File: src/fetch_pkg.sv
package fetch_pkg;

    ////////////////////////////////////////
    // Memory geometry
    ////////////////////////////////////////

    // Word index width of the instruction SRAM
    localparam int IMEM_AW = 8;

    // Number of 32-bit words in the SRAM
    localparam int IMEM_DEPTH = 1 << IMEM_AW;

    ////////////////////////////////////////
    // Vector types
    ////////////////////////////////////////

    // Byte address of an instruction
    typedef logic [31:0] pc_t;

    // Raw instruction word
    typedef logic [31:0] inst_t;

    // Performance counter value, wraps on overflow
    typedef logic [31:0] count_t;

    // Word index into the SRAM
    typedef logic [IMEM_AW-1:0] imem_idx_t;

    ////////////////////////////////////////
    // Reset values
    ////////////////////////////////////////

    // One word below the boot address
    // First sequential fetch lands on 0x1C000000, SRAM index 0
    localparam pc_t RESET_PC = 32'h1BFF_FFFC;

    ////////////////////////////////////////
    // Fetch controller states
    ////////////////////////////////////////

    typedef enum logic [1:0] {
        HALTED,
        RUNNING,
        DRAINING
    } fetch_state_t;

endpackage

File: src/fetch_counter.sv
`timescale 1ns/1ns

module fetch_counter (
    input  logic              clk,
    input  logic              resetn,
    // Observed handshake
    input  logic              if_valid_out,
    input  logic              id_allowin,
    input  logic              br_taken,
    // Counter values
    output fetch_pkg::count_t inst_count,
    output fetch_pkg::count_t redirect_count
);

    logic xfer;

    // Instruction handed to decode this cycle
    assign xfer = if_valid_out & id_allowin;

    ////////////////////////////////////////
    // Delivered instructions
    ////////////////////////////////////////

    always_ff @(posedge clk) begin
        if (!resetn) begin
            inst_count <= '0;
        end else if (xfer) begin
            // Wraps at 2^32
            inst_count <= inst_count + 32'd1;
        end
    end

    ////////////////////////////////////////
    // Redirect pulses
    ////////////////////////////////////////

    // Counts every pulse, taken now or deferred
    always_ff @(posedge clk) begin
        if (!resetn) begin
            redirect_count <= '0;
        end else if (br_taken) begin
            redirect_count <= redirect_count + 32'd1;
        end
    end

endmodule

File: config.mk
export PLATFORM = sky130hd
export DESIGN_NAME = fetch_counter
export DESIGN_NICKNAME = d
export VERILOG_FILES = /design/src/fetch_pkg.sv /design/src/fetch_counter.sv
export SDC_FILE = /design/constraint.sdc
export NUM_CORES = 1
export LEC_CHECK = 0
export BUFFER_PORTS_ARGS = -buffer_cell sky130_fd_sc_hd__buf_4
export CORE_ASPECT_RATIO = 1.4
export CORE_UTILIZATION = 46
export DETAILED_ROUTE_END_ITERATION = 10
export PLACE_DENSITY = 0.68
export RECOVER_POWER = 100
export SETUP_SLACK_MARGIN = 0.15
export SLEW_MARGIN = 20
export SYNTH_ARGS = -nofsm -noshare
export SYNTH_HDL_FRONTEND = slang
export SYNTH_SLANG_ARGS = --single-unit
export TNS_END_PERCENT = 20
File: constraint.sdc
create_clock -name clk -period 6.05 [get_ports clk]
set_clock_uncertainty 0.1 [all_clocks]
set_input_delay 0.9075 -clock clk [delete_from_list [all_inputs] [get_ports clk]]
set_output_delay 0.9075 -clock clk [all_outputs]
set_load 0.005 [all_outputs]
==> impl_metrics.ini <==
[cells_and_area]
drive_above_1_share_pct = 18.0
num-nets-final = 425
fillers = 598
antenna_cells = 0
area_delta_synth_final_pct = 22.2

[synth]
yosysMostFrequentCell = dfxtp_1
muxShareOfSynthArea_pct = 2.00
synth_top_area_share_pct = 42.7
synth_top_family_by_area = simple AND/OR/NAND/NOR gates
netlist_top_cells_area = dfxtp_1, a21oi_1, or4_1
postSynthAreaPerCell_um2 = 8.46
synth_fp_nets = 362
synth_fa_ha_area_share_pct = 0.833
synth-simple-area-share_pct = 30.5
synth_commonest_cells = dfxtp_1, a21oi_1, nor2_1
synth_flop_cell = dfxtp_1
synth_seq_area_share_pct = 42.7
synthDistinctLibCells = 30
synth_cells = 355
synth-edff-count = 0
yosysTopAreaCell = dfxtp_1
ys_warn_count = 0
synth-xor-area-share_pct = 6.12
synth-seq-cells = 64
synth_compound_area_share_pct = 13.8
async_flop_share_pct = 0
synth_area_um2 = 3000

[clock_tree]
numCtsBuffers = 9
cts-root-buf = clkbuf_8
clk_latency_ns = 0.33
post_cts_buffers = 0
post_cts_resized = 0
cts_tree = yes
htreeDepth = 3
cts_hold_buf = 0
clock_sinks = 64
clockBufferDepth = 2
cts.clk_slew.worst_paths_ns = 0.07

[placed_design]
pre_cts_ws_ns = 3.33
place_congestion = 0.722
port_buffers = 68
hpwlAfterDp_um = 4690

[critical_path]
critical_path.top_delay_family = buffers and inverters
cpMaxStageDelayCell = clkbuf_1
cp_max_fo = 30
cp_data_required_time_ns = 6.11
worst-path-buf-inv = 3
crit_end = redirect_count[13]
crit_path_start_kind = input port
r2r_cells = 4
critPathArrivalTime_ns = 3.13
reg2reg_from = inst_count[11]
critPathKind = in2reg
ff2ff_setup_slack_ns = 3.41
path_cells = clkbuf_1, inv_1, clkbuf_1, nor2_1
crit_cells = 4
critical_path.max_stage_delay_ns = 1.07
critPathCaptureType = register
critPathLaunch = resetn
worstReg2RegEnd = inst_count[29]
crit_top_cell = clkbuf_1

[pwr]
power.internal_mw = 0.619
p_sw_mw = 0.177
fin_total_pwr_mw = 0.796
combPwrFrac_pct = 2.7
clock_power_share_pct = 43.7
sequentialPowerShare_pct = 53.7
power.density_nw_per_um2 = 217
ir_drop_mv = 0.169
total_leakage_power_nw = 1.25
p_sw_share_pct = 22.2

[detailed_routing]
vias_per_cell = 5.78
route.vias.total = 2860
drt_wl_total_um = 6780
first_pass_iters = 4
route.detailed.drc = 0
ant_nets = 0
drt_iter0_markers = 105
wl_per_cell_um = 13.7

[global_routing]
grt_antenna_before_repair = 0
gr-max-usage-layer = met2
grt_pass1_wl_um = 11200
grt.overflow.total = 0
gr-usage-met1_pct = 22.8
grt_pass1_vias = 2535
grt_util_met2_pct = 34.8
grt_max_degree = 31
grt_usage_pct = 20.1
grtUsageMet3_pct = 6.12

[sta]
rsz0062_at_grt = false
relSlewSlack_pct = 8.61
finalSetupTns_ns = 0
slew_violations = 0
hold-worst-slack_ns = 0.374
fin_ws_ns = 2.98
worst_pin_slew_ns = 1.37
finalHoldViolations = 0
final.min_clock_period_ns = 3.07
setup_viol = 0
max_freq_ghz = 0.326
finalCritPeriodShare_pct = 50.7

[floorplanning]
die_h_um = 97.6
coreArea_um2 = 6250
die_w_um = 70.3
initial_core_util_pct = 48.0
num_io_pins = 69
rows = 34
dieArea_um2 = 6860

[min_path]
hold_path_class = reg2reg

[job]
drv_cap = 0

[status]
status = finished clean
==> tightest hold or removal path, cell delays in order, from the launching register on <==
cell     delay [ns]
dfxtp_1        0.32
nand2_1        0.05
mux2i_1        0.06
==> worst min path at each step <==
stage | start | endpoint | cells after the start
after floorplan | inst_count[31] | inst_count[31] | 2
after global placement | redirect_count[31] | redirect_count[31] | 2
after detailed placement | redirect_count[31] | redirect_count[31] | 2
after CTS | redirect_count[31] | redirect_count[31] | 2
after global routing | redirect_count[31] | redirect_count[31] | 2
final | redirect_count[31] | redirect_count[31] | 2
==> stage by stage <==
step / cells / util [%] / instance area, um2
finish: 495 / 58.7 / 3670
global route: 495 / 58.7 / 3670
CTS: 495 / 59.4 / 3710
detailed placement: 479 / 56.5 / 3530
global placement: 479 / 56.5 / 3530
floorplan: 355 / - / 3000
==> cell usage in the layout (no fill, tap or decap), drive strengths merged, types with 2 or more instances in the layout <==
cell    instances
a21oi          36
and3            8
and4            3
clkbuf         80
clkinv          3
dfxtp          64
ha              2
inv            11
mux2i           6
nand2          22
nand2b          6
nand3          19
nand4          22
nor2           23
nor3            7
nor4            7
o21ai          18
o31ai          17
or2             2
or3            20
or4            21
xnor2          12
xor2            9
==> final cells by class <==
type / instances / area [um2] / area share [%]
clock inverter: 4 / 45.0 / 1.23
clock buffer: 12 / 135 / 3.68
inverter: 11 / 41.3 / 1.13
sequential: 64 / 1280 / 34.9
multi-input combinational: 263 / 1590 / 43.3
timing repair buffer: 69 / 488 / 13.3
tap: 72 / 90.1 / 2.46
==> per-layer routing <==
| layer | part of all wire, % | vias up |
|---|---|---|
| met2 | 51 | 59 |
| li1 | - | 1444 |
| met1 | 44 | 1350 |
| met4 | 1.2 | 0 |
| met3 | 4.4 | 7 |
| met5 | 0 | - |
==> cell families (layout without fill, tap and decap cells) <==
kind of cell	Yosys count	count (layout)
flops	64	64
mux	6	6
compound gates	73	73
buf+inv	28	96
xor+xnor	21	21
simple gates	161	161
fa+ha+maj	2	2
==> sequential cells by signal, indices dropped and copies added (netlist names) <==
signal and count:
inst_count 32, redirect_count 32
==> power groups by stage <==
stage,Combinational [mW],Clock [mW],Sequential (mW)
2_1_floorplan,0.0129,0,0.436
3_3_place_gp,0.0223,0,0.437
3_5_place_dp,0.0230,0,0.437
4_1_cts,0.0231,0.354,0.427
5_1_grt,0.0235,0.374,0.427
6_report,0.0212,0.348,0.427
(Power assumes the default switching activity.)
