===== src/fetch_pkg.sv =====
package fetch_pkg;

    ////////////////////////////////////////
    // Memory geometry
    ////////////////////////////////////////

    // Word index width of the instruction SRAM
    localparam int IMEM_AW = 8;

    // Number of 32-bit words in the SRAM
    localparam int IMEM_DEPTH = 1 << IMEM_AW;

    ////////////////////////////////////////
    // Vector types
    ////////////////////////////////////////

    // Byte address of an instruction
    typedef logic [31:0] pc_t;

    // Raw instruction word
    typedef logic [31:0] inst_t;

    // Performance counter value, wraps on overflow
    typedef logic [31:0] count_t;

    // Word index into the SRAM
    typedef logic [IMEM_AW-1:0] imem_idx_t;

    ////////////////////////////////////////
    // Reset values
    ////////////////////////////////////////

    // One word below the boot address
    // First sequential fetch lands on 0x1C000000, SRAM index 0
    localparam pc_t RESET_PC = 32'h1BFF_FFFC;

    ////////////////////////////////////////
    // Fetch controller states
    ////////////////////////////////////////

    typedef enum logic [1:0] {
        HALTED,
        RUNNING,
        DRAINING
    } fetch_state_t;

endpackage


===== src/fetch_ctrl.sv =====
`timescale 1ns/1ns

module fetch_ctrl (
    input  logic clk,
    input  logic resetn,
    // Software control
    input  logic start,
    input  logic halt_req,
    // Stage occupancy
    input  logic if_valid_out,
    // To IF stage
    output logic fetch_en,
    // Status
    output logic halted
);

    fetch_pkg::fetch_state_t state;
    fetch_pkg::fetch_state_t state_next;

    ////////////////////////////////////////
    // Next state
    ////////////////////////////////////////

    always_comb begin
        state_next = state;
        case (state)
            fetch_pkg::HALTED: begin
                if (start) begin
                    state_next = fetch_pkg::RUNNING;
                end
            end
            fetch_pkg::RUNNING: begin
                // Stop new requests, let the held one leave
                if (halt_req) begin
                    state_next = fetch_pkg::DRAINING;
                end
            end
            fetch_pkg::DRAINING: begin
                // Stage empty, nothing left in flight
                if (!if_valid_out) begin
                    state_next = fetch_pkg::HALTED;
                end
            end
            default: begin
                state_next = fetch_pkg::HALTED;
            end
        endcase
    end

    ////////////////////////////////////////
    // State and status registers
    ////////////////////////////////////////

    always_ff @(posedge clk) begin
        if (!resetn) begin
            state <= fetch_pkg::HALTED;
        end else begin
            state <= state_next;
        end
    end

    // Rises with the state, marks end of drain
    always_ff @(posedge clk) begin
        if (!resetn) begin
            halted <= 1'b1;
        end else begin
            halted <= (state_next == fetch_pkg::HALTED);
        end
    end

    ////////////////////////////////////////
    // Outputs
    ////////////////////////////////////////

    // New fetches only while running
    assign fetch_en = (state == fetch_pkg::RUNNING);

endmodule


===== config.mk =====
export PLATFORM = sky130hd
export DESIGN_NAME = fetch_ctrl
export DESIGN_NICKNAME = d
export VERILOG_FILES = /design/src/fetch_pkg.sv /design/src/fetch_ctrl.sv
export SDC_FILE = /design/constraint.sdc
export NUM_CORES = 1
export LEC_CHECK = 0
export ABC_CLOCK_PERIOD_IN_PS = 800
export BUFFER_PORTS_ARGS = -buffer_cell sky130_fd_sc_hd__buf_2
export CORE_AREA = 10 10 47 49
export DETAILED_ROUTE_END_ITERATION = 7
export DIE_AREA = 0 0 57 59
export HOLD_SLACK_MARGIN = 0.15
export PLACE_DENSITY = 0.37
export REMOVE_ABC_BUFFERS = 1
export SETUP_SLACK_MARGIN = 0.4
export SYNTH_ARGS = -nofsm -noshare
export SYNTH_HDL_FRONTEND = slang
export SYNTH_SLANG_ARGS = --single-unit

===== constraint.sdc =====
create_clock -name clk -period 0.8 [get_ports clk]
set_input_delay 0.12 -clock clk [delete_from_list [all_inputs] [get_ports clk]]
set_output_delay 0.12 -clock clk [all_outputs]
set_load 0.05 [all_outputs]

==> metrics.cfg <==
[flow_run]
drv_cap=0

[routing]
drt_iter0_drc=2
routed_via_density=3.40
met2_length_um=164
route.detailed.drc=0
wl_met1_um=205
routed_wl_um=454
vias=146
top_layer=met3
wl_met3_um=84
dr.pass1.iters=2
postRouteAntennaNets=0
detail_route.wl_per_cell_um=10.6

[clocking]
clock_latency_ns=0.23
clk_pin_slew_ns=0.04
ctsLongestPathBuffers=2
cts_made_buffers=3
clock-sinks=3
cts_tree=built
htree_levels=1
cts_root_buffer=clkbuf_4

[global_routing]
grt_max_degree=5
grt_pass1_vias=158
grtUsageTotal_pct=3.24
antenna_found_initial=0
grt-ovfl-total=0
grt_pass1_wl_um=759

[pwr]
p_sw_mw=0.158
total_power_mw=0.588
irDropWorstVdd_mv=0.795
p_int_mw=0.430
swShare_pct=26.8
leakage_nw=0.126
clkPwrFrac_pct=46.3
pwr-share-seq_pct=29.3
power.density_nw_per_um2=2080
power_frac_comb_pct=24.5

[timing]
tightest_slew_ns=0.124
setup_violations=5
period_share_pct=125
max_slew_margin_pct=91.7
finalHoldViolCount=0
slew_violations=0
max_freq_ghz=1.00
setup_tns_ns=-0.650
hold_ws_ns=0.150
min_period_ns=0.996
grt_setup_unrepaired=true
worst_slack_ns=-0.196
skew_ns=0.00203

[cells_and_area]
area_delta_synth_final_pct=131
drive_gt1_share_pct=70.4
antenna_cells=0
final_area_um2=283
final_nets=33
final_core_util_pct=20.2

[floorplan]
die_width_um=57
core_um2=1400
fp-row-count=14
dieArea_um2=3360
io_pins=7
die-height_um=59
start_util_pct=8.75

[outcome]
violations=setup timing
outcome=finished, violations left

[yosys]
synth_top_area_cell=dfxtp_1
syn_area_per_cell_um2=9.43
ys_warn_count=0
synth_top_area_share_pct=49.0
yosysSeqAreaShare_pct=49.0
synth-seq-cells=3
yosysUniqueCellTypes=8
synthTopCellsByArea=dfxtp_1 (49%), nand2b_1 (15%), nand4b_1 (14%)
syn_area_um2=123
syn_inst=13

[place]
place_area_um2=188
place_congestion=0.678
port-buffer-count=6

[critical_path]
r2r_cells=4
arrival_ns=1.12
start_kind=register
startpoint=state[0]$_SDFF_PN0_
path_cells=buf_4 > buf_6 > nand4b_1 > o21a_1
r2r_slack_ns=-0.20
reg2reg_from=state[0]$_SDFF_PN0_
crit_path_max_incr_delay_ns=0.31
crit_slowest_cell=dfxtp_2
worstPathRequired_ns=0.92
end_kind=register
path_class=reg2reg
crit_end=halted$_SDFF_PN1_
path_max_fanout=3
r2r_end=halted$_SDFF_PN1_

[min_path]
min_path_cells=3
min_path_type=in2reg

[registers in the layout, summed over array words and instances, names as in the netlist]
name,count
halted,1
state,2
[final cells by class]
| type | count | area, um^2 |
|---|---|---|
| Timing Repair Buffer | 10 | 91.3 |
| Sequential cell | 3 | 63.8 |
| Multi-Input combinational cell | 10 | 81.3 |
| Clock buffer | 4 | 26.3 |
| Fill cell | 169 | 1120 |
| Tap cell | 16 | 20.0 |
[per-stage QoR]
stage	instances	setup slack, ns
floorplan	13	-0.409
global placement	37	-0.0563
detailed placement	37	-0.0819
CTS	42	-0.176
global route	43	-0.228
finish	43	-0.196
[logic make-up (layout without fill, tap and decap cells)]
family | after synthesis | in the layout | share of synthesized area (%)
flops | 3 | 3 | 49.0
buf+inv | 0 | 14 | 0
compound gates | 2 | 2 | 10.2
simple gates | 8 | 8 | 40.8
[power groups by stage]
stage          combinational (mW)  sequential [mW]  clock, mW
2_1_floorplan              0.0357            0.186          0
3_3_place_gp               0.0864            0.169          0
3_5_place_dp               0.0879            0.170          0
4_1_cts                     0.128            0.171      0.286
5_1_grt                     0.154            0.174      0.305
6_report                    0.144            0.172      0.272
[cells in the final DEF, fill, tap and decap left out]
cell / count
nand2b_4: 1
clkbuf_1: 1
clkbuf_4: 3
a21oi_2: 1
dfxtp_2: 3
nand2b_1: 2
nor2_1: 1
nor2b_4: 1
buf_4: 1
nand4b_1: 2
buf_6: 3
buf_2: 4
buf_8: 2
nand2_1: 1
o21a_1: 1
[worst min path at each step]
stage              from                   to  slack (ns)
3_5_place_dp   halt_req  state[1]$_SDFF_PN0_        0.39
6_report       halt_req  state[1]$_SDFF_PN0_        0.15
2_1_floorplan     start  state[0]$_SDFF_PN0_        0.27
4_1_cts           start  state[0]$_SDFF_PN0_        0.14
3_3_place_gp   halt_req  state[1]$_SDFF_PN0_        0.38
5_1_grt           start  state[0]$_SDFF_PN0_        0.15
[timing repair]
action                     4_1_cts  5_1_grt
gates resized for setup         13        3
hold endpoints to repair         2        0
setup endpoints to repair        5        5
setup buffers                    1        1
cloned                           0        0
pin swaps                        1        3
[synth_stat cells, drive strengths merged]
| library cell | count |
|---|---|
| a21oi | 1 |
| dfxtp | 3 |
| nand2 | 1 |
| nand2b | 3 |
| nand4b | 2 |
| nor2 | 1 |
| nor2b | 1 |
| o21a | 1 |
[critical path: cells and delay by family (launching register included)]
| kind | cells | cell delay (ns) |
|---|---|---|
| flip-flops | 1 | 0.31 |
| buffers and inverters | 2 | 0.24 |
| AND/OR/NAND/NOR | 1 | 0.20 |
| AO/OA/AOI/OAI | 1 | 0.13 |
[routing by layer]
metal	up-vias	global-route usage [%]
li1	73	-
met1	64	3.32
met2	9	3.41
met3	0	4.72
met4	0	1.01
met5	-	0
Note: power is estimated with default switching activity, not from simulation.
