--- config.mk ---
export PLATFORM = sky130hd
export DESIGN_NAME = if_stage
export DESIGN_NICKNAME = d
export VERILOG_FILES = /design/src/fetch_pkg.sv /design/src/if_stage.sv
export SDC_FILE = /design/constraint.sdc
export NUM_CORES = 1
export LEC_CHECK = 0
export BUFFER_PORTS_ARGS = -buffer_cell sky130_fd_sc_hd__buf_2
export CORE_MARGIN = 3
export CORE_UTILIZATION = 52
export DETAILED_ROUTE_END_ITERATION = 10
export GPL_ROUTABILITY_DRIVEN = 0
export PLACE_DENSITY = 0.86
export SLEW_MARGIN = 20
export SYNTH_ARGS = -nofsm -noshare
export SYNTH_HDL_FRONTEND = slang
export SYNTH_SLANG_ARGS = --single-unit
--- constraint.sdc ---
create_clock -name clk -period 4.5 [get_ports clk]
set_input_delay 0.225 -clock clk [delete_from_list [all_inputs] [get_ports clk]]
set_output_delay 0.225 -clock clk [all_outputs]
set_load 0.005 [all_outputs]
--- src/fetch_pkg.sv ---
package fetch_pkg;

    ////////////////////////////////////////
    // Memory geometry
    ////////////////////////////////////////

    // Word index width of the instruction SRAM
    localparam int IMEM_AW = 8;

    // Number of 32-bit words in the SRAM
    localparam int IMEM_DEPTH = 1 << IMEM_AW;

    ////////////////////////////////////////
    // Vector types
    ////////////////////////////////////////

    // Byte address of an instruction
    typedef logic [31:0] pc_t;

    // Raw instruction word
    typedef logic [31:0] inst_t;

    // Performance counter value, wraps on overflow
    typedef logic [31:0] count_t;

    // Word index into the SRAM
    typedef logic [IMEM_AW-1:0] imem_idx_t;

    ////////////////////////////////////////
    // Reset values
    ////////////////////////////////////////

    // One word below the boot address
    // First sequential fetch lands on 0x1C000000, SRAM index 0
    localparam pc_t RESET_PC = 32'h1BFF_FFFC;

    ////////////////////////////////////////
    // Fetch controller states
    ////////////////////////////////////////

    typedef enum logic [1:0] {
        HALTED,
        RUNNING,
        DRAINING
    } fetch_state_t;

endpackage

--- src/if_stage.sv ---
`timescale 1ns/1ns

module if_stage (
    input  logic            clk,
    input  logic            resetn,
    // From fetch controller
    input  logic            fetch_en,
    // Decode side handshake and redirect
    input  logic            id_allowin,
    input  logic            br_taken,
    input  fetch_pkg::pc_t  br_target,
    // Instruction SRAM
    output logic            sram_en,
    output fetch_pkg::pc_t  sram_addr,
    input  fetch_pkg::inst_t sram_rdata,
    // To decode
    output logic            if_valid_out,
    output fetch_pkg::pc_t  if_pc,
    output fetch_pkg::inst_t if_inst
);

    logic           if_valid;
    logic           if_allowin;
    logic           if_accept;
    fetch_pkg::pc_t seq_pc;
    fetch_pkg::pc_t next_pc;

    // Redirect that could not be taken yet
    logic           redir_pending;
    fetch_pkg::pc_t redir_target;

    ////////////////////////////////////////
    // Handshake
    ////////////////////////////////////////

    // Stage is free when empty or when decode takes the held entry
    assign if_allowin   = ~if_valid | id_allowin;

    // New PC only while the controller lets fetch run
    assign if_accept    = if_allowin & fetch_en;

    assign if_valid_out = if_valid;

    always_ff @(posedge clk) begin
        if (!resetn) begin
            if_valid <= 1'b0;
        end else if (if_allowin) begin
            // Cleared too when the controller stops fetching
            if_valid <= fetch_en;
        end else if (br_taken) begin
            // Held instruction is on the wrong path
            if_valid <= 1'b0;
        end
    end

    ////////////////////////////////////////
    // Next PC
    ////////////////////////////////////////

    assign seq_pc  = if_pc + 32'd4;

    // Live redirect wins over a stored one
    assign next_pc = br_taken      ? br_target    :
                     redir_pending ? redir_target :
                                     seq_pc;

    always_ff @(posedge clk) begin
        if (!resetn) begin
            if_pc <= fetch_pkg::RESET_PC;
        end else if (if_accept) begin
            if_pc <= next_pc;
        end
    end

    ////////////////////////////////////////
    // Deferred redirect
    ////////////////////////////////////////

    always_ff @(posedge clk) begin
        if (!resetn) begin
            redir_pending <= 1'b0;
        end else if (if_accept) begin
            // Consumed by this accept, or superseded by br_taken
            redir_pending <= 1'b0;
        end else if (br_taken) begin
            redir_pending <= 1'b1;
        end
    end

    // Target register, payload only
    always_ff @(posedge clk) begin
        if (br_taken && !if_accept) begin
            redir_target <= br_target;
        end
    end

    // SRAM read follows the PC update
    assign sram_en   = if_accept;
    assign sram_addr = next_pc;

    // Read data is held by the SRAM while stalled
    assign if_inst   = sram_rdata;

endmodule

==> flow_summary.ini <==
[sta]
worst_pin_slew_ps = 980
layout_setup_ws_ps = 1610
period_share = 0.642
rsz0062_at_grt = no
fmax_mhz = 346
fin_setup_tns_ps = 0
setup_viol = 0
final_max_slew_viol_count = 0
hold_viol_final = 0
skew_ps = 7.90
final.min_clock_period_ps = 2890
slew-limit-headroom = 0.344

[detailed_routing]
drtIter0Drc = 399
vias = 3652
vias_per_cell = 6.24
drtPass1Iterations = 5
finalWirelength_um = 11100
drcViolationCount = 0
ant_nets = 0
wire_per_inst_um = 19.0

[clock_network]
cts.sinks = 66
cts_inserted_buffers = 9
cts_tree = built
cts.clk_slew.worst_paths_ps = 80
root_buffer = clkbuf_8
clk_path_buf_depth = 2
hold_buffers = 0
clkLatencyLatePin_ps = 360
post_cts_buffers = 0
htree_levels = 3
cts_resized = 0

[synthesis]
syn_inst = 430
ys_types = 59
synth_edf_count = 32
synth-seq-cells = 66
avgSynthCellArea_sq_um = 9.10
syn-cell-area_sq_mm = 0.00391
yosys_most_used_dff = dfxtp_1
syn_nets = 500
yosys_warnings = 0
synthArstFlopShare = 0
synth_seq_area_share = 0.420

[grt]
grt_antenna_before_repair = 0
grt_max_degree = 47
grt_first_pass_wirelength_um = 17500
grt_use_total = 0.258
grt_pass1_vias = 3371
grt_overflow = 0

[cells_and_area]
area_growth_pct = 13.2
layout.nets = 554
mostFrequentLayoutCells = buf_2 (102), nand2_1 (45), o21ai_0 (35)
n_antenna_cell = 0
final_area_sq_mm = 0.00443
drive_gt1_frac = 0.272
layout_commonest_cell = buf_2

[worst_setup_path]
startpoint = redir_pending
critPathKind = reg2out
worstPathRequired_ps = 4280
end_kind = primary output
crit_end = sram_addr[11]
critPathSlowestCell = dfxtp_1
ff2ff_setup_slack_ps = 2060
cpPeakStageDelay_ps = 850
r2r-end = if_pc[20]
crit_fanout = 20
cp_cell_sequence = nor2b_1, buf_4, a22oi_1, o21ai_0, buf_2
crit_arrival_ps = 2670
r2r_start = redir_pending
start_kind = flop
rr_worst_depth = 5

[place]
place_worst_setup_slack_ps = 1760
hpwl_um = 7360
placed_cell_area_sq_mm = 0.00421
portBuffers = 102

[floorplan]
dieArea_sq_mm = 0.00860
rows = 30
initial_core_util = 0.554
die_x_um = 92.7
die_h_um = 92.7
ios = 167
core_area_sq_mm = 0.00706

[worst_hold_path]
hp-class = in2reg

[power]
p_leak_nw = 1.76
irDropWorstVdd_mv = 0.164
finalPower_w = 0.00165
pwr_density_cell_mw_per_mm2 = 372

[outcome]
status = complete, no violations

[run]
maxCapViolCount = 0
## registers in the layout, indices dropped and copies added, names as in the netlist
signal	count
if_pc	32
if_valid_out	1
redir_pending	1
redir_target	32
## how the worst min path moves through the flow
| stage | start | end | slack (ps) | cells past startpoint |
|---|---|---|---|---|
| 2_1_floorplan | br_target[0] | redir_target[0] | 320 | 0 |
| 3_3_place_gp | br_target[3] | redir_target[3] | 420 | 1 |
| 3_5_place_dp | br_target[0] | redir_target[0] | 420 | 1 |
| 4_1_cts | br_target[0] | redir_target[0] | 50 | 1 |
| 5_1_grt | br_target[4] | redir_target[4] | 50 | 1 |
| 6_report | br_target[0] | redir_target[0] | 60 | 1 |
## power breakdown
| group | internal [W] | switching, W | leakage [nW] | total, W |
|---|---|---|---|---|
| registers | 0.000671 | 0.0000522 | 0.583 | 0.000723 |
| logic | 0.000147 | 0.000211 | 1.07 | 0.000358 |
| clock network | 0.000325 | 0.000242 | 0.109 | 0.000567 |
| total | 0.00114 | 0.000505 | 1.76 | 0.00165 |
## layout make-up
type / instances / area (sq um)
multi-input cells: 295 / 1880
well taps: 96 / 120
repair buffers: 106 / 541
clock inverters: 5 / 77.6
fillers: 595 / 2630
clock buffers: 11 / 141
inverters: 6 / 22.5
flip-flops and latches: 66 / 1640
## cells by family after synthesis
group	after synthesis	synth area share
AND/OR/NAND/NOR	145	0.204
adder cells (fa/ha/maj)	1	0.00320
buffers and inverters	69	0.100
flip-flops	66	0.420
multiplexers	11	0.0285
AO/OA/AOI/OAI	115	0.193
XOR/XNOR	23	0.0515
## metrics by stage
step | std cells | hold slack [ps] | util
finish | 585 | 55.5 | 0.627
floorplan | 430 | 324 | -
detailed placement | 569 | 420 | 0.596
CTS | 585 | 52.7 | 0.627
global placement | 569 | 423 | 0.596
global route | 585 | 54.2 | 0.627
## Yosys cell counts (4+ instances only)
| library cell | count | share of area |
|---|---|---|
| clkbuf_1 | 21 | 0.020 |
| dfxtp_1 | 34 | 0.17 |
| edfxtp_1 | 32 | 0.25 |
| and2_1 | 5 | 0.0080 |
| and3_1 | 6 | 0.0096 |
| xnor2_1 | 10 | 0.022 |
| nor2_1 | 19 | 0.018 |
| a21oi_1 | 17 | 0.022 |
| o31ai_1 | 5 | 0.0096 |
| nor4_1 | 4 | 0.0064 |
| nand2_1 | 45 | 0.043 |
| o22ai_1 | 4 | 0.0064 |
| a31oi_1 | 4 | 0.0064 |
| nand3_1 | 24 | 0.031 |
| o21ai_0 | 36 | 0.046 |
| xor2_1 | 13 | 0.029 |
| buf_4 | 33 | 0.063 |
| a221o_1 | 4 | 0.010 |
| buf_2 | 7 | 0.0090 |
| mux2i_1 | 10 | 0.026 |
| and4_1 | 7 | 0.016 |
| nand4_1 | 10 | 0.016 |
| inv_1 | 5 | 0.0048 |
| nand2b_1 | 5 | 0.0080 |
| a22oi_1 | 17 | 0.033 |
| o211ai_1 | 6 | 0.012 |
## worst max-delay path, delay by kind of cell (launching register included)
family | cells | cell delay, ps
buffers and inverters | 2 | 490
AND/OR/NAND/NOR | 1 | 680
AO/OA/AOI/OAI | 2 | 270
flip-flops | 1 | 850
## layer usage
| metal | vias to the layer above | share of wire | GRT usage |
|---|---|---|---|
| li1 | 1664 | - | - |
| met1 | 1685 | 0.41 | 0.344 |
| met2 | 267 | 0.45 | 0.408 |
| met3 | 36 | 0.12 | 0.0577 |
| met4 | 0 | 0.023 | 0.103 |
| met5 | - | 0 | 0 |
(Power assumes the default switching activity.)
